[src/hdl/dcache_pkg.sv]
`default_nettype none

package dcache_pkg;

    // default geometry: 16 sets, 4 words per line
    localparam int INDEX_W        = 4;
    localparam int WORD_OFF_W     = 2;
    localparam int ADDR_W         = 32;
    localparam int WORDS_PER_LINE = 1 << WORD_OFF_W;
    localparam int LINE_W         = WORDS_PER_LINE * 32;
    localparam int TAG_W          = ADDR_W - INDEX_W - WORD_OFF_W - 2;

    typedef logic [ADDR_W-1:0]   word_t;
    typedef logic [LINE_W-1:0]   line_t;
    typedef logic [TAG_W-1:0]    tag_t;
    typedef logic [LINE_W/8-1:0] byte_en_t; // one bit per byte of a line

    typedef enum logic [1:0] {
        SIZE_BYTE,
        SIZE_HALF,
        SIZE_WORD
    } mem_size_e;

    typedef enum logic [2:0] {
        IDLE,
        LOOKUP,
        MISS,
        REFILL,
        WAIT_WRITE
    } ctrl_state_e;

    typedef enum logic [1:0] {
        WB_INIT,
        WB_WRITE,
        WB_FINISH
    } wb_state_e;

endpackage

`default_nettype wire

[src/hdl/lane_steer.sv]
`timescale 1ns/100ps
`default_nettype none

module lane_steer #(
    parameter int WORD_OFFSET_WIDTH = dcache_pkg::WORD_OFF_W
) (
    input  dcache_pkg::word_t     i_req_addr,
    input  dcache_pkg::word_t     i_req_wdata,
    input  dcache_pkg::mem_size_e i_req_size,
    input  logic                  i_req_signed,
    input  dcache_pkg::line_t     i_load_line,
    input  dcache_pkg::line_t     i_fill_line,
    output dcache_pkg::word_t     o_rdata,
    output dcache_pkg::line_t     o_merged_line,
    output dcache_pkg::byte_en_t  o_store_byte_en
);
    import dcache_pkg::*;

    localparam int OFF_W = WORD_OFFSET_WIDTH + 2;

    word_t      load_word;
    word_t      shifted;
    logic [3:0] lane_be;
    line_t      store_bits;

    // word by offset, then the field down to bit 0
    assign load_word = word_t'(i_load_line >> {i_req_addr[OFF_W-1:2], 5'b00000});
    assign shifted   = load_word >> {i_req_addr[1:0], 3'b000};

    always_comb begin
        case (i_req_size)
            SIZE_BYTE: begin
                o_rdata = {{24{i_req_signed & shifted[7]}}, shifted[7:0]};
                lane_be = 4'b0001;
            end
            SIZE_HALF: begin
                o_rdata = {{16{i_req_signed & shifted[15]}}, shifted[15:0]};
                lane_be = 4'b0011;
            end
            default: begin
                o_rdata = shifted;
                lane_be = 4'b1111;
            end
        endcase
    end

    assign o_store_byte_en = byte_en_t'(lane_be) << i_req_addr[OFF_W-1:0];
    assign store_bits      = line_t'(i_req_wdata) << {i_req_addr[OFF_W-1:0], 3'b000};

    always_comb begin
        for (int b = 0; b < LINE_W / 8; b++) begin
            o_merged_line[b*8 +: 8] = o_store_byte_en[b] ? store_bits[b*8 +: 8]
                                                         : i_fill_line[b*8 +: 8];
        end
    end

endmodule

`default_nettype wire

[config.mk]
export PLATFORM = sky130hd
export DESIGN_NAME = lane_steer
export DESIGN_NICKNAME = d
export VERILOG_FILES = /design/src/hdl/dcache_pkg.sv /design/src/hdl/lane_steer.sv
export SDC_FILE = /design/constraint.sdc
export NUM_CORES = 1
export LEC_CHECK = 0
export ABC_AREA = 1
export ABC_CLOCK_PERIOD_IN_PS = 1850
export BUFFER_PORTS_ARGS = -buffer_cell sky130_fd_sc_hd__buf_2
export CORE_AREA = 2 2 195 197
export DETAILED_ROUTE_END_ITERATION = 10
export DIE_AREA = 0 0 197 199
export PLACE_DENSITY = 0.45
export SYNTH_ARGS = -nofsm -noshare
export SYNTH_HDL_FRONTEND = slang
export SYNTH_SLANG_ARGS = --single-unit
export TNS_END_PERCENT = 5
[constraint.sdc]
create_clock -name vclk -period 1.85
set_input_delay 0.37 -clock vclk [all_inputs]
set_output_delay 0.37 -clock vclk [all_outputs]
set_load 0.005 [all_outputs]
==> metrics.txt <==
Hold Startpoint i_fill_line[86]; sequential fraction of the synthesis area 0%; DRT antenna net count 0; maximum vdd drop 0.000117 V; RSZ-0062 raised after global routing yes; number of flip-flops and latches 0; power consumption 2.87 mW; Max Cap Viol 0; top cell type's share of synthesized area 29.2%; Core ar. around 0.037 mm²; post-synthesis cell area about 0.0048 mm²; Worst-Margin Slew 0.330 ns; die area 0.0392 mm²; Final WS setup -0.190 ns; GP Congestion 0.938; area growth from synthesis to layout 117%; post-synthesis area per instance 4.92 µm²; Comb power frac between 90% and 100%; most frequent cell after synthesis nand2_1; area of the multi-input gates 0.00502 mm²; largest net degree at the start of global routing 29; WP data required 1.48 ns; pre-CTS setup slack -0.461 ns; Post-Synthesis Cells ~980; top cells by count, synth 375 x nand2_1, 140 x nand3_1, 91 x o21ai_0; met1 usage between 10% and 20%; final net count 1883; initial core utilization between 10% and 20%; Cell Int Power 1.38 mW; post-synth top area cell nand2_1; Area after DPL 0.00867 mm²; Rows around 70; vias in the first global route just under 9000; Pre-antenna DRT Iters 4; Net Sw Frac about half; Fin. Hold Viols 0; P_leak 5.60 nW; Total GRT Usage between 10% and 20%; drt via density 4.41; share of cells above drive strength 1 55.8%; Hold WS 1.01 ns; post-DP HPWL 31000 µm; Synth warnings 0; Critical Path Fanout Max 9; Hold Path Cell Cnt 4; initial DRC count 268; clock buffers 0; worst path arrival time 1.67 ns; Fill cells 4214; initial antenna violation count 6; Mapped Nets ~1300; register area 0 µm²; Worst Hold Class input pin to output port; fin area 0.0105 mm²; GRT overflow 0; grt met2 use 34.9%; Clk pwr share 0%; NetSw 1.49 mW; Seq pwr share 0%; Routed WL per cell roughly 19 µm; final worst path period share 110%; Max Slew Vio Count 0; I/O pin cnt 499; status finished with violations; Crit. End Element output port; Hold EP o_merged_line[86]; GR Layer Usage met3 under 10%; CTS Hold Buffers Added 0; Routed WL 37600 µm; first-pass GRT wire length 52300 µm; die width 197 µm; vias ~9000; Synth area leaders nand2_1 29%, nand3_1 15%, o21ai_0 9.5%; IO Port Bufs 471; final critical-path required period about 2 ns; Fin Setup TNS -16.66 ns; critical path type input pin to output port; Rel. slew slack 77.9%; Fmax achieved 490 MHz; Yosys cell types 30; GRT busiest layer met2; DIE HEIGHT 199 µm; violations in the final reports setup timing; # setup viols final 163; CP Launch Type input pin; PD cells 274 mW/mm²; Post-route DRC 0
-- cell usage in the layout, fill, tap and decap left out, types with 7 or more instances in the layout --
master	instances
a31oi_1	7
buf_12	27
buf_2	447
buf_4	100
buf_6	49
buf_8	8
inv_1	68
inv_4	7
mux2_2	29
mux2_4	9
nand2_1	338
nand2_2	34
nand2_4	10
nand3_1	107
nand3_2	30
nand3_4	9
nand4_1	14
nor2_1	52
nor2_4	13
o21ai_0	31
o21ai_1	66
o21ai_2	37
o21ai_4	15
-- power groups by stage --
stage               Sequential [mW]    Clock [mW]  Combinational [mW]
floorplan                         0             0                1.02
global placement                  0             0                2.35
detailed placement                0             0                2.36
CTS                               0             0                2.71
global route                      0  0.0000000724                3.11
finish                            0  0.0000000724                2.87
-- per-stage QoR --
| stage | util (%) | cells |
|---|---|---|
| final | 28.2 | 2033 |
| after global routing | 28.2 | 2033 |
| after CTS | 26.5 | 2020 |
| after detailed placement | 23.4 | 2007 |
| after global placement | 23.4 | 2007 |
| after floorplan | - | 979 |
-- routing by layer --
metal	vias to the layer above	wire (µm)
li1	4409	-
met1	4094	14800
met2	403	19600
met3	55	2070
met4	10	1080
met5	-	61
-- worst max-delay path by stage --
stage                       start           endpoint  cells past startpoint
floorplan           i_req_addr[1]   o_merged_line[0]                      9
global placement    i_req_addr[0]  o_merged_line[48]                     11
detailed placement  i_req_addr[0]  o_merged_line[48]                     11
CTS                 i_req_addr[0]  o_merged_line[43]                     10
global route        i_req_addr[0]  o_merged_line[83]                     13
finish              i_req_addr[0]        o_rdata[28]                     12
-- kinds of logic (layout without fill, tap and decap cells) --
logic type      Yosys count  after routing  share of synthesized area [%]
mux                      39             39                           9.12
buf+inv                 149            725                           15.7
simple gates            611            614                           54.2
compound gates          180            180                           20.9
other cells               0              1                              0
-- layout make-up --
class / count / area share, %
inverter: 83 / 3.34
tap: 474 / 5.67
multi-input combinational: 833 / 48.0
timing repair buffer: 642 / 43.0
antenna: 1 / 0.0239
-- critical path: stages --
cell and delay [ns]:
buf_12 0.13, inv_4 0.09, buf_4 0.22, nor2_4 0.06, nand2_1 0.07, nand2_1 0.05, inv_1 0.06, nand2_2 0.08
nand2_4 0.15, clkbuf_16 0.18, nand3_1 0.07, buf_2 0.14
-- timing repair --
item	in CTS	in global routing
pin swaps	53	30
endpoints found under the setup margin	174	169
cloned	8	8
setup buffers	10	4
gates resized for setup	248	114
(Power assumes the default switching activity.)
