File: src/hdl/dcache_pkg.sv
`default_nettype none

package dcache_pkg;

    // default geometry: 16 sets, 4 words per line
    localparam int INDEX_W        = 4;
    localparam int WORD_OFF_W     = 2;
    localparam int ADDR_W         = 32;
    localparam int WORDS_PER_LINE = 1 << WORD_OFF_W;
    localparam int LINE_W         = WORDS_PER_LINE * 32;
    localparam int TAG_W          = ADDR_W - INDEX_W - WORD_OFF_W - 2;

    typedef logic [ADDR_W-1:0]   word_t;
    typedef logic [LINE_W-1:0]   line_t;
    typedef logic [TAG_W-1:0]    tag_t;
    typedef logic [LINE_W/8-1:0] byte_en_t; // one bit per byte of a line

    typedef enum logic [1:0] {
        SIZE_BYTE,
        SIZE_HALF,
        SIZE_WORD
    } mem_size_e;

    typedef enum logic [2:0] {
        IDLE,
        LOOKUP,
        MISS,
        REFILL,
        WAIT_WRITE
    } ctrl_state_e;

    typedef enum logic [1:0] {
        WB_INIT,
        WB_WRITE,
        WB_FINISH
    } wb_state_e;

endpackage

`default_nettype wire

File: src/hdl/dcache_ifs.sv
`timescale 1ns/100ps
`default_nettype none

// controller <-> tag/data arrays
interface way_port_if #(
    parameter int INDEX_WIDTH = dcache_pkg::INDEX_W
);
    logic [INDEX_WIDTH-1:0]      rd_index;
    logic [INDEX_WIDTH-1:0]      wr_index;
    dcache_pkg::tag_t            tag_in;     // compare and write tag
    logic [1:0]                  line_we;    // full line write per way
    dcache_pkg::byte_en_t [1:0]  byte_we;    // store bytes per way
    logic [1:0]                  tag_we;
    logic                        lru_we;
    logic                        lru_way;
    logic [1:0]                  dirty_we;
    logic                        dirty_val;
    dcache_pkg::line_t           wr_line;
    dcache_pkg::line_t [1:0]     rd_line;
    logic                        hit;
    logic                        hit_way;
    logic                        victim_way;
    logic                        victim_dirty;
    dcache_pkg::tag_t            victim_tag;
    dcache_pkg::line_t           victim_line;

    modport ctrl (
        output rd_index, wr_index, tag_in, line_we, byte_we, tag_we,
        output lru_we, lru_way, dirty_we, dirty_val, wr_line,
        input  rd_line, hit, hit_way, victim_way, victim_dirty, victim_tag, victim_line
    );

    modport store (
        input  rd_index, wr_index, tag_in, line_we, byte_we, tag_we,
        input  lru_we, lru_way, dirty_we, dirty_val, wr_line,
        output rd_line, hit, hit_way, victim_way, victim_dirty, victim_tag, victim_line
    );
endinterface

// controller <-> write-back unit
interface wb_port_if;
    logic              start;       // one cycle
    logic              clear;       // level, releases WB_FINISH
    dcache_pkg::word_t victim_addr;
    dcache_pkg::line_t victim_line;
    logic              need_write;
    logic              done;

    modport ctrl (output start, clear, victim_addr, victim_line, need_write, input done);
    modport wb (input start, clear, victim_addr, victim_line, need_write, output done);
endinterface

`default_nettype wire

File: src/hdl/dcache_ctrl.sv
`timescale 1ns/100ps
`default_nettype none

module dcache_ctrl #(
    parameter int INDEX_WIDTH       = dcache_pkg::INDEX_W,
    parameter int WORD_OFFSET_WIDTH = dcache_pkg::WORD_OFF_W
) (
    input  logic                  clk,
    input  logic                  rstn,
    input  logic                  i_rvalid,
    input  logic                  i_wvalid,
    input  dcache_pkg::word_t     i_addr,
    input  dcache_pkg::word_t     i_wdata,
    input  dcache_pkg::mem_size_e i_size,
    input  logic                  i_signed,
    output logic                  o_rready,
    output logic                  o_wready,
    output logic                  o_idle,
    output logic                  o_mem_rvalid,
    input  logic                  i_mem_rready,
    output dcache_pkg::word_t     o_mem_raddr,
    input  dcache_pkg::line_t     i_mem_rdata,
    output dcache_pkg::word_t     o_req_addr,
    output dcache_pkg::word_t     o_req_wdata,
    output dcache_pkg::mem_size_e o_req_size,
    output logic                  o_req_signed,
    output dcache_pkg::line_t     o_load_line,
    input  dcache_pkg::line_t     i_merged_line,
    input  dcache_pkg::byte_en_t  i_store_byte_en,
    way_port_if.ctrl              way,
    wb_port_if.ctrl               wb
);
    import dcache_pkg::*;

    localparam int OFF_W   = WORD_OFFSET_WIDTH + 2;
    localparam int TAG_LSB = INDEX_WIDTH + OFF_W;

    ctrl_state_e            state;
    ctrl_state_e            state_nxt;
    logic                   req_take;
    logic                   req_wr;     // buffered op, 1 = store
    logic                   respond;
    logic [INDEX_WIDTH-1:0] req_index;
    line_t                  ret_buf;

    assign req_take  = (state == IDLE) && (i_rvalid || i_wvalid);
    assign req_index = o_req_addr[TAG_LSB-1:OFF_W];

    always_ff @(posedge clk) begin
        if (!rstn) begin
            state  <= IDLE;
            req_wr <= 1'b0;
        end else begin
            state <= state_nxt;
            if (req_take) begin
                req_wr <= i_wvalid;
            end
        end
    end

    // request buffer
    always_ff @(posedge clk) begin
        if (req_take) begin
            o_req_addr   <= i_addr;
            o_req_wdata  <= i_wdata;
            o_req_size   <= i_size;
            o_req_signed <= i_signed;
        end
    end

    // return buffer holds the whole line from one beat
    always_ff @(posedge clk) begin
        if (o_mem_rvalid && i_mem_rready) begin
            ret_buf <= i_mem_rdata;
        end
    end

    always_comb begin
        state_nxt = state;
        case (state)
            IDLE:       if (req_take) state_nxt = LOOKUP;
            LOOKUP:     state_nxt = way.hit ? IDLE : MISS;
            MISS:       if (i_mem_rready) state_nxt = REFILL;
            REFILL:     state_nxt = WAIT_WRITE;
            WAIT_WRITE: if (wb.done) state_nxt = IDLE;
            default:    state_nxt = IDLE;
        endcase
    end

    assign respond = ((state == LOOKUP) && way.hit) || ((state == WAIT_WRITE) && wb.done);
    assign o_rready     = respond && !req_wr;
    assign o_wready     = respond && req_wr;
    assign o_idle       = (state == IDLE);
    assign o_mem_rvalid = (state == MISS);
    assign o_mem_raddr  = {o_req_addr[ADDR_W-1:OFF_W], {OFF_W{1'b0}}};

    // misses answer from the return buffer
    assign o_load_line = (state == LOOKUP) ? way.rd_line[way.hit_way] : ret_buf;

    // incoming index while idle so the read lands in LOOKUP
    assign way.rd_index = (state == IDLE) ? i_addr[TAG_LSB-1:OFF_W] : req_index;
    assign way.wr_index = req_index;
    assign way.tag_in   = tag_t'(o_req_addr >> TAG_LSB);
    assign way.wr_line  = req_wr ? i_merged_line : ret_buf; // a load refill keeps the memory line

    always_comb begin
        way.line_we    = '0;
        way.byte_we    = '0;
        way.tag_we     = '0;
        way.lru_we     = 1'b0;
        way.lru_way    = way.hit_way;
        way.dirty_we   = '0;
        way.dirty_val  = req_wr; // set only by a store
        wb.start       = 1'b0;
        case (state)
            LOOKUP: begin
                if (way.hit) begin
                    way.lru_we = 1'b1;
                    if (req_wr) begin
                        way.byte_we[way.hit_way]  = i_store_byte_en;
                        way.dirty_we[way.hit_way] = 1'b1;
                    end
                end else begin
                    wb.start = 1'b1;    // victim captured this cycle
                end
            end
            REFILL: begin
                way.line_we[way.victim_way]  = 1'b1;
                way.tag_we[way.victim_way]   = 1'b1;
                way.dirty_we[way.victim_way] = 1'b1;
                way.lru_we                   = 1'b1;
                way.lru_way                  = way.victim_way;
            end
            default: begin
            end
        endcase
    end

    assign wb.clear       = (state == WAIT_WRITE);
    assign wb.need_write  = way.victim_dirty;
    assign wb.victim_line = way.victim_line;
    assign wb.victim_addr = (word_t'(way.victim_tag) << TAG_LSB) | (word_t'(req_index) << OFF_W);

endmodule

`default_nettype wire

File: src/flat_wrapper.sv
// flat-port wrapper written by rule: the top's interface ports become plain ports
module dcache_ctrl_flat import dcache_pkg::*;
#(
    parameter int INDEX_WIDTH       = dcache_pkg::INDEX_W,
    parameter int WORD_OFFSET_WIDTH = dcache_pkg::WORD_OFF_W
)
  (clk, rstn, i_rvalid, i_wvalid, i_addr, i_wdata, i_size, i_signed, o_rready, o_wready, o_idle, o_mem_rvalid, i_mem_rready, o_mem_raddr, i_mem_rdata, o_req_addr, o_req_wdata, o_req_size, o_req_signed, o_load_line, i_merged_line, i_store_byte_en, way_rd_index, way_wr_index, way_tag_in, way_line_we, way_byte_we, way_tag_we, way_lru_we, way_lru_way, way_dirty_we, way_dirty_val, way_wr_line, way_rd_line, way_hit, way_hit_way, way_victim_way, way_victim_dirty, way_victim_tag, way_victim_line, wb_start, wb_clear, wb_victim_addr, wb_victim_line, wb_need_write, wb_done);
  way_port_if #(.INDEX_WIDTH(INDEX_WIDTH)) way_i ();
  wb_port_if wb_i ();
  input  logic clk;
  input  logic rstn;
  input  logic i_rvalid;
  input  logic i_wvalid;
  input  dcache_pkg::word_t i_addr;
  input  dcache_pkg::word_t i_wdata;
  input  dcache_pkg::mem_size_e i_size;
  input  logic i_signed;
  output logic o_rready;
  output logic o_wready;
  output logic o_idle;
  output logic o_mem_rvalid;
  input  logic i_mem_rready;
  output dcache_pkg::word_t o_mem_raddr;
  input  dcache_pkg::line_t i_mem_rdata;
  output dcache_pkg::word_t o_req_addr;
  output dcache_pkg::word_t o_req_wdata;
  output dcache_pkg::mem_size_e o_req_size;
  output logic o_req_signed;
  output dcache_pkg::line_t o_load_line;
  input  dcache_pkg::line_t i_merged_line;
  input  dcache_pkg::byte_en_t i_store_byte_en;
  output wire logic [$bits(way_i.rd_index)-1:0] way_rd_index;
  output wire logic [$bits(way_i.wr_index)-1:0] way_wr_index;
  output wire logic [$bits(way_i.tag_in)-1:0] way_tag_in;
  output wire logic [$bits(way_i.line_we)-1:0] way_line_we;
  output wire logic [$bits(way_i.byte_we)-1:0] way_byte_we;
  output wire logic [$bits(way_i.tag_we)-1:0] way_tag_we;
  output wire logic [$bits(way_i.lru_we)-1:0] way_lru_we;
  output wire logic [$bits(way_i.lru_way)-1:0] way_lru_way;
  output wire logic [$bits(way_i.dirty_we)-1:0] way_dirty_we;
  output wire logic [$bits(way_i.dirty_val)-1:0] way_dirty_val;
  output wire logic [$bits(way_i.wr_line)-1:0] way_wr_line;
  input wire logic [$bits(way_i.rd_line)-1:0] way_rd_line;
  input wire logic [$bits(way_i.hit)-1:0] way_hit;
  input wire logic [$bits(way_i.hit_way)-1:0] way_hit_way;
  input wire logic [$bits(way_i.victim_way)-1:0] way_victim_way;
  input wire logic [$bits(way_i.victim_dirty)-1:0] way_victim_dirty;
  input wire logic [$bits(way_i.victim_tag)-1:0] way_victim_tag;
  input wire logic [$bits(way_i.victim_line)-1:0] way_victim_line;
  output wire logic [$bits(wb_i.start)-1:0] wb_start;
  output wire logic [$bits(wb_i.clear)-1:0] wb_clear;
  output wire logic [$bits(wb_i.victim_addr)-1:0] wb_victim_addr;
  output wire logic [$bits(wb_i.victim_line)-1:0] wb_victim_line;
  output wire logic [$bits(wb_i.need_write)-1:0] wb_need_write;
  input wire logic [$bits(wb_i.done)-1:0] wb_done;
  assign way_rd_index = way_i.rd_index;
  assign way_wr_index = way_i.wr_index;
  assign way_tag_in = way_i.tag_in;
  assign way_line_we = way_i.line_we;
  assign way_byte_we = way_i.byte_we;
  assign way_tag_we = way_i.tag_we;
  assign way_lru_we = way_i.lru_we;
  assign way_lru_way = way_i.lru_way;
  assign way_dirty_we = way_i.dirty_we;
  assign way_dirty_val = way_i.dirty_val;
  assign way_wr_line = way_i.wr_line;
  assign way_i.rd_line = way_rd_line;
  assign way_i.hit = way_hit;
  assign way_i.hit_way = way_hit_way;
  assign way_i.victim_way = way_victim_way;
  assign way_i.victim_dirty = way_victim_dirty;
  assign way_i.victim_tag = way_victim_tag;
  assign way_i.victim_line = way_victim_line;
  assign wb_start = wb_i.start;
  assign wb_clear = wb_i.clear;
  assign wb_victim_addr = wb_i.victim_addr;
  assign wb_victim_line = wb_i.victim_line;
  assign wb_need_write = wb_i.need_write;
  assign wb_i.done = wb_done;
  dcache_ctrl #(.INDEX_WIDTH(INDEX_WIDTH), .WORD_OFFSET_WIDTH(WORD_OFFSET_WIDTH)) u_core (.clk(clk), .rstn(rstn), .i_rvalid(i_rvalid), .i_wvalid(i_wvalid), .i_addr(i_addr), .i_wdata(i_wdata), .i_size(i_size), .i_signed(i_signed), .o_rready(o_rready), .o_wready(o_wready), .o_idle(o_idle), .o_mem_rvalid(o_mem_rvalid), .i_mem_rready(i_mem_rready), .o_mem_raddr(o_mem_raddr), .i_mem_rdata(i_mem_rdata), .o_req_addr(o_req_addr), .o_req_wdata(o_req_wdata), .o_req_size(o_req_size), .o_req_signed(o_req_signed), .o_load_line(o_load_line), .i_merged_line(i_merged_line), .i_store_byte_en(i_store_byte_en), .way(way_i), .wb(wb_i));
endmodule
File: config.mk
export PLATFORM = sky130hd
export DESIGN_NAME = dcache_ctrl_flat
export DESIGN_NICKNAME = d
export VERILOG_FILES = /design/src/hdl/dcache_pkg.sv /design/src/hdl/dcache_ifs.sv /design/src/hdl/dcache_ctrl.sv /design/src/flat_wrapper.sv
export SDC_FILE = /design/constraint.sdc
export NUM_CORES = 1
export LEC_CHECK = 0
export BUFFER_PORTS_ARGS = -buffer_cell sky130_fd_sc_hd__buf_2
export CORE_AREA = 2 2 533 535
export DETAILED_ROUTE_END_ITERATION = 10
export DIE_AREA = 0 0 535 537
export SLEW_MARGIN = 25
export SYNTH_ARGS = -nofsm -noshare
export SYNTH_HDL_FRONTEND = slang
export SYNTH_SLANG_ARGS = --single-unit
File: constraint.sdc
create_clock -name clk -period 11.65 [get_ports clk]
set_clock_uncertainty 0.2 [all_clocks]
set_input_delay 0.5825 -clock clk [delete_from_list [all_inputs] [get_ports clk]]
set_output_delay 0.5825 -clock clk [all_outputs]
set_load 0.005 [all_outputs]
==> impl_metrics.toml, run 1 <==
[status]
status = "complete, no violations"

[hold_path]
hp-class = "in -> reg"
min_path_cells = 1

[cts]
clk_pin_slew_ns = 0.06
cts_setup_buffers = 0
ctsHoldBuffers = 194
cts.sinks = 199
tritoncts = "yes"
cts_max_level = 4
numCtsBuffers = 25
cts-resized-gates = 0
cts_buffer_depth = 3
clk_latency_ns = 0.55
clock-root-buffer = "clkbuf_16"

[floorplan]
die_x_um = 535
core-area_mm2 = 0.281
die-height_um = 537
die-area_mm2 = 0.287
initial_core_util_pct = 4.75
row_count = 195
pin_count = 1352

[sta]
worstMarginPinSlew_ns = 0.957
rsz0062_at_grt = "no"
setup_tns_ns = 0
whs_ns = 0.0780
fin_crit_sh_pct = 37.7
period_needed_ns = 4.40
final-setup-viol-count = 0
finalHoldViolCount = 0
slew_headroom_pct = 36.2
fmax_mhz = 227
slew_viol_final = 0

[layout]
area_growth_pct = 80.5
nFillCells = 32700
drive_gt1_share_pct = 75.6
regArea_mm2 = 0.00594
multi_input_area_mm2 = 0.00526
finalNetCount = 2709

[yosys]
avgSynthCellArea_um2 = 14.0
synth_cells = 952
ys_seq_area_share_pct = 44.5
yosys_warnings = 0
syn_area_mm2 = 0.0134
yosysUniqueCellTypes = 37
ys_ff_latch = 199

[drt]
drc = 0
dr.pass1.iters = 4
drt_iter0_drc = 734
postRouteAntennaNets = 0
vias_per_cell = 2.26
num_vias = 13000
finalWirelength_um = 207000
wire_per_inst_um = 35.9

[setup_path]
crit_required_ns = 10.87
cp_max_fo = 47
r2r_setup_slack_ns = 8.49
crit_path_start_kind = "flip-flop"
ff2ff_path_depth = 3
crit_arrival_ns = 3.61
cp-end-kind = "output pin"
path_class = "reg -> out"

[placement]
port_buffers = 1037
hpwlAfterDp_um = 190000
gp_congestion = 0.916

[power]
peakVddDrop_uv = 61.2
leakagePower_nw = 9.30
p_per_area_mw_per_mm2 = 105

[global_route]
grt_max_degree = 84
grt_antenna_before_repair = 164
grt_pass1_vias = 12800
grt_overflow = 0
grt_pass1_wl_um = 231000
grt_use_total_pct = 13.8

[job]
maxCapViolations = 0
[stage by stage]
stage | setup slack (ns) | util (%) | cells | power [mW] | instance area (um^2)
floorplan | 7.22 | - | 959 | 1.21 | 13400
global placement | 7.43 | 7.56 | 5473 | 1.71 | 21300
detailed placement | 7.41 | 7.56 | 5473 | 1.71 | 21300
CTS | 6.99 | 8.51 | 5699 | 2.61 | 23900
global route | 7.04 | 8.54 | 5728 | 2.64 | 24000
finish | 7.25 | 8.57 | 5757 | 2.52 | 24100
[cell type report]
| cell class | count | share of cell area [%] |
|---|---|---|
| clock inverters | 7 | 0.374 |
| well taps | 3743 | 19.4 |
| diodes | 57 | 0.592 |
| repair buffers | 1246 | 30.2 |
| clock buffers | 25 | 2.60 |
| inverters | 19 | 0.296 |
| flip-flops and latches | 199 | 24.6 |
| multi-input cells | 461 | 21.8 |
[sequential cells by signal (all words and copies together), names as in the netlist]
signal,cells
u_core.way.dirty_val,1
u_core.o_req_signed,1
u_core.o_req_addr,32
u_core.ret_buf,128
u_core.o_req_size,2
u_core.state,3
u_core.o_req_wdata,32
[where the power goes]
group / switching (mW) / internal [mW]
registers: 0.0425 / 0.831
logic: 0.486 / 0.348
clock network: 0.382 / 0.431
total: 0.910 / 1.61
[cells in the mapped netlist (all sizes together)]
cell type | instances | share of area, %
and4b | 1 | 0.075
nand2b | 3 | 0.14
and3 | 1 | 0.047
o32ai | 1 | 0.066
inv | 17 | 0.48
a32o | 1 | 0.075
clkbuf | 6 | 0.17
nor2 | 3 | 0.084
o31ai | 1 | 0.056
buf | 274 | 16
nor2b | 1 | 0.047
mux2 | 388 | 36
nor3b | 3 | 0.25
conb | 1 | 0.028
nand4bb | 2 | 0.17
nand3b | 1 | 0.056
dfxtp | 4 | 0.60
or3b | 1 | 0.066
and2 | 2 | 0.094
or4b | 1 | 0.075
nor3 | 2 | 0.16
edfxtp | 195 | 44
nand4b | 1 | 0.066
o21a | 2 | 0.11
nor4 | 32 | 1.5
clkinv | 2 | 0.056
a21oi | 3 | 0.11
and3b | 1 | 0.066
o21ai | 1 | 0.037
nor4b | 1 | 0.066
[worst paths after layout]
kind                                           start                     end
worst max register to register       u_core.state[1]      u_core.ret_buf[26]
worst min-delay path                     i_wdata[16]  u_core.o_req_wdata[16]
worst max-delay path            u_core.way.dirty_val         way_byte_we[15]
worst min register to register  u_core.way.dirty_val    u_core.way.dirty_val
[routing by layer]
metal  share of wire (%)  track usage (%)
met1                  34             13.6
met2                  46             22.5
met3                  17             9.79
met4                 3.5             4.69
met5                0.17                0
[worst max-delay path, cell delays in order, from the launching register on]
cell     delay, ns
dfxtp_4       0.42
buf_4         0.54
buf_4         0.63
inv_2         0.04
buf_4         0.27
nor4_1        0.74
buf_2         0.24
[placed cells by master (no fill, tap or decap), drive strengths merged, types with 3 or more instances in the layout]
cell type / count
a21oi: 3
buf: 1052
clkbuf: 25
clkinv: 5
conb: 8
dfxtp: 4
diode: 57
dlygate4sd3: 194
edfxtp: 195
inv: 18
mux2: 388
nand2b: 3
nor2: 3
nor3b: 3
nor4: 32
[kinds of logic (layout without fill, tap and decap cells)]
family	count (synthesis)	count (layout)	synth area share (%)
muxes	388	388	35.5
buffers and inverters	299	1297	16.6
DFF	199	199	44.5
and+or+nand+nor	56	56	2.96
AOI/OAI and AO/OA	9	9	0.459
other	1	65	0.0281
No activity file was read; power rests on OpenSTA's default activity.
==> run 2, diff against run 1 <==
- CORE_AREA: 2 2 533 535 -> 2 2 522 524
- DIE_AREA: 0 0 535 537 -> 0 0 524 526
- clock period: 11.65 -> 4.5 ns (I/O delays scaled with it)
==> run 2 against run 1 <==
Global-route usage shrank 0.72 points. Sequential share of layout area grew 0.21 points. Total power grew to 2.6 times the previous value. Via count shrank 1.3%. Critical endpoint is now way_byte_we[4]. Clock-buffer cell count grew 3. Worst setup slack lost 6.4 ns. Flip-flop and latch count is the same. Critical path type unchanged. Combinational power grew to 2.6 times the previous value. Sequential power grew to 2.6 times the previous value. Worst hold slack gained 0.0076 ns.
==> impl_metrics.toml, run 2 (synthesis gave the netlist of run 1 again) <==
[status]
status = "complete, no violations"

[sta]
slew_headroom_pct = 41.4
fin_crit_sh_pct = 81.6
timing.final.ws_setup_ns = 0.827
setup_tns_ns = 0
worstMarginPinSlew_ns = 0.879
whs_ns = 0.0856
slew_viol_final = 0
period_needed_ns = 3.67
finalHoldViolCount = 0
final-setup-viol-count = 0
fmax_mhz = 272
rsz0062_at_grt = "no"

[cts]
clock-root-buffer = "clkbuf_16"
clk_latency_ns = 0.55
numCtsBuffers = 25
cts_setup_buffers = 0
cts-resized-gates = 0
cts_buffer_depth = 3
clk_pin_slew_ns = 0.06
cts_max_level = 4
cts.sinks = 199
tritoncts = "yes"
ctsHoldBuffers = 201

[setup_path]
crit_path_start_kind = "flip-flop"
crit_required_ns = 4.07
r2r_end = "u_core.ret_buf[64]"
path_class = "reg -> out"
cp-end-kind = "output pin"
ff2ff_path_depth = 2
crit_arrival_ns = 3.25
r2r_setup_slack_ns = 1.99
cp_max_fo = 32
r2r_start = "u_core.state[1]"

[floorplan]
pin_count = 1352
core-area_mm2 = 0.270
die-area_mm2 = 0.276
row_count = 191
initial_core_util_pct = 4.95
die-height_um = 526
die_x_um = 524

[layout]
finalNetCount = 2715
largestRegisters = "u_core.ret_buf (128), u_core.o_req_addr (32), u_core.o_req_wdata (32)"
largest_register_ffs = 128
nFillCells = 31300
area_growth_pct = 79.0
regArea_mm2 = 0.00594
final_area_mm2 = 0.0239
largest_register = "u_core.ret_buf"
layout_commonest_cell = "buf_2"
drive_gt1_share_pct = 75.2
multi_input_area_mm2 = 0.00525
mostFrequentLayoutCells = "buf_2, mux2_2, dlygate4sd3_1"

[power]
finalPower_mw = 6.46
p_per_area_mw_per_mm2 = 270
leakagePower_nw = 9.33
peakVddDrop_uv = 260

[placement]
post-place-ws_ns = 1.21
hpwlAfterDp_um = 175000
gp_congestion = 0.944
placed_area_mm2 = 0.0211
port_buffers = 1037

[global_route]
grtUsageMet3_pct = 10.2
use_met1_pct = 11.8
grt_pass1_wl_um = 212000
grt_use_total_pct = 13.0
grt_antenna_before_repair = 110
grt_pass1_vias = 12800
grt.busiest_layer = "met2"
grt_overflow = 0
grt_max_degree = 72
use_met2_pct = 22.4

[job]
maxCapViolations = 0

[drt]
postRouteAntennaNets = 0
num_vias = 12800
dr.pass1.iters = 7
drt_iter0_drc = 735
finalWirelength_um = 188000
drc = 0
vias_per_cell = 2.31
wire_per_inst_um = 33.8

[hold_path]
hold_start = "i_wvalid"
min_path_cells = 2
hold_end = "u_core.way.dirty_val"
hp-class = "in -> reg"
## run 2: changes by cell type in the layout (fill, tap and decap cells not counted), sizes merged
cell / change
clkbuf: +3
diode: -32
dlygate4sd3: +7
clkinv: -1
inv: -1
buf: -1
clkinvlp: +1
bufinv: -1
## run 2: cell type report
type | count | area share, %
Antenna cell | 25 | 0.262
Timing Repair Buffer | 1252 | 31.0
Sequential cell | 199 | 24.9
Multi-Input combinational cell | 461 | 22.0
Tap cell | 3570 | 18.7
Clock inverter | 5 | 0.230
Inverter | 19 | 0.298
Clock buffer | 28 | 2.66
## run 2: worst max-delay path, stage by stage (launching register included)
cell	delay, ns
dfxtp_4	0.63
clkinv_1	0.69
buf_4	0.45
nor4_1	0.68
buf_2	0.23
## run 2: per-stage QoR
step / utilization, % / cells
6_report: 8.86 / 5559
4_1_cts: 8.83 / 5534
2_1_floorplan: - / 959
3_3_place_gp: 7.83 / 5300
5_1_grt: 8.85 / 5550
3_5_place_dp: 7.83 / 5300
## run 2: how the worst max path moves through the flow
stage / startpoint / endpoint / cells past startpoint
finish: u_core.way.dirty_val / way_byte_we[4] / 4
global route: u_core.way.dirty_val / way_byte_we[4] / 4
CTS: u_core.way.dirty_val / way_byte_we[4] / 4
detailed placement: way_hit_way / way_lru_way / 4
global placement: way_hit_way / way_lru_way / 4
floorplan: u_core.state[1] / u_core.ret_buf[0] / 3
## run 2: layer usage
| layer | routed length [um] | part of all wire (%) |
|---|---|---|
| met3 | 34600 | 18 |
| met1 | 57800 | 31 |
| met4 | 6030 | 3.2 |
| met2 | 89300 | 48 |
| met5 | 231 | 0.12 |
## run 2: where the power goes
part           total, mW  internal, mW  switching [mW]
clock               2.00          1.06           0.938
combinational       2.21         0.915            1.30
sequential          2.24          2.15          0.0949
==> run 3, diff against run 2 <==
- ABC_AREA: unset -> 1
- CORE_AREA: 2 2 522 524 -> 2 2 520 522
- DIE_AREA: 0 0 524 526 -> 0 0 522 524
- clock period: 4.5 -> 3.55 ns (I/O delays scaled with it)
==> run 3 against run 2 <==
Cell count increased by 12%. Sequential share of layout area about the same. Design area about the same. Synthesized cell count increased by 74%. Largest power group is now combinational cells. Utilization increased by 0.071 points. Worst hold slack improved by 0.032 ns.
==> impl_metrics.toml, run 3 <==
[status]
status = "complete, no violations"

[yosys]
synthArstFlopShare_pct = 0
synth_top_area_share_pct = 44.3
yosysUniqueCellTypes = 25
synth_cells = 1652
synthFlopType = "edfxtp_1"
ys_seq_area_share_pct = 44.9
synth_edf_count = 195
synth.area.top_cells = "edfxtp_1, nand2_1, buf_4"
synth.most_common_cell = "nand2_1"
ys_ff_latch = 199
yosys_warnings = 0
ys_top_cells_by_count = "nand2_1, buf_4, edfxtp_1"
syn_area_mm2 = 0.0132
synth_largest_area_cell = "edfxtp_1"
avgSynthCellArea_um2 = 8.01

[drt]
finalWirelength_um = 192000
vias_per_cell = 2.50
num_vias = 15600
wire_per_inst_um = 30.8
drc = 0
postRouteAntennaNets = 0
drt_iter0_drc = 1160
dr.pass1.iters = 8

[global_route]
grt_pass1_vias = 14700
grt_use_total_pct = 13.4
grt_overflow = 0
grt_antenna_before_repair = 60
grt_pass1_wl_um = 218000
grt_max_degree = 75

[sta]
worstMarginPinSlew_ns = 0.906
setup_tns_ns = 0
slew_viol_final = 0
slew_headroom_pct = 39.4
period_needed_ns = 3.16
finalHoldViolCount = 0
final-setup-viol-count = 0
whs_ns = 0.117
fin_crit_sh_pct = 88.9
rsz0062_at_grt = "no"
fmax_mhz = 317

[power]
leakagePower_nw = 10.4
p_per_area_mw_per_mm2 = 352
finalPower_mw = 8.40
peakVddDrop_uv = 309

[setup_path]
crit_cells = 6
cp.buffers_inverters = 3
path_class = "reg -> out"
slowest_stage = "nand2_2"
crit_path_start_kind = "flip-flop"
crit_chain = "inv_1 -> nand3_4 -> inv_16 -> nand2_2 -> nor2_1 -> buf_2"
ff2ff_path_depth = 7
cp-end-kind = "output pin"
cpPeakStageDelay_ns = 0.62
crit_required_ns = 3.17
cp_max_fo = 65
path_delay_family = "simple AND/OR/NAND/NOR gates"
crit_arrival_ns = 2.78

[layout]
fin_cells = 6242
drive_gt1_share_pct = 45.0
mostFrequentLayoutCells = "buf_2, nand2_1, dlygate4sd3_1"
largest_register_ffs = 128
area_growth_pct = 80.5
largestRegisters = "u_core.ret_buf (128), u_core.o_req_addr (32), u_core.o_req_wdata (32)"
finalNetCount = 3400
largest_register = "u_core.ret_buf"
layout_commonest_cell = "buf_2"
nFillCells = 31400

[cts]
cts_max_level = 4
clk_latency_ns = 0.56
tritoncts = "yes"
clk_pin_slew_ns = 0.09
numCtsBuffers = 25
clock-root-buffer = "clkbuf_16"
cts_buffer_depth = 3
cts.sinks = 199

[floorplan]
die_x_um = 522
row_count = 190
pin_count = 1352
die-area_mm2 = 0.274
initial_core_util_pct = 4.95
die-height_um = 524
core-area_mm2 = 0.267

[placement]
hpwlAfterDp_um = 177000
gp_congestion = 0.930
port_buffers = 1037
place_inst = 5965

[job]
maxCapViolations = 0

[hold_path]
min_path_cells = 2
hp-class = "in -> reg"
run 3: through the flow:
stage                     setup WS (ns)  area, um^2  utilization [%]
after detailed placement          0.813       21000             7.87
after global placement            0.611       21000             7.86
after global routing              0.146       23800             8.91
final                             0.395       23900             8.93
after CTS                         0.140       23800             8.89
after floorplan                   0.272       13300                -
run 3: cell type report:
cell class	count	area (um^2)	area share, %
diodes	41	103	0.430
clock buffers	26	629	2.64
clock inverters	7	70.1	0.293
inverters	160	627	2.63
multi-input cells	987	4420	18.5
flip-flops and latches	199	5940	24.9
well taps	3552	4440	18.6
repair buffers	1270	7650	32.0
run 3: routing by layer:
metal	GRT usage (%)	part of all wire [%]
met5	0.173	0.073
met4	4.11	3.0
met2	21.6	45
met1	11.6	30
met3	12.7	22
run 3: path summary, 6_finish.rpt:
| kind | end | slack [ns] | startpoint |
|---|---|---|---|
| hold reg to reg | u_core.state[2] | 0.39 | u_core.state[2] |
| setup / recovery | way_byte_we[3] | 0.39 | u_core.state[2] |
| hold / removal | u_core.o_req_wdata[31] | 0.12 | i_wdata[31] |
| setup reg to reg | u_core.state[0] | 1.19 | u_core.state[1] |
run 3: power breakdown:
part	switching [mW]	leakage (nW)	internal [mW]
Sequential	0.111	1.84	2.74
Clock	1.20	0.332	1.35
Combinational	2.00	8.18	0.993
Total	3.31	10.4	5.08
run 3: cells by family after synthesis:
group,Yosys count,synth area share (%)
other cells,1,0.0283
simple gates,715,20.7
compound gates,264,12.4
buf+inv,473,22.0
flops,199,44.9
run 3: what timing repair did:
| action | 4_1_cts | 5_1_grt |
|---|---|---|
| hold endpoints to repair | 201 | 0 |
| gates resized for setup | 0 | 0 |
| buffers inserted | 0 | 0 |
| hold buffers | 203 | 0 |
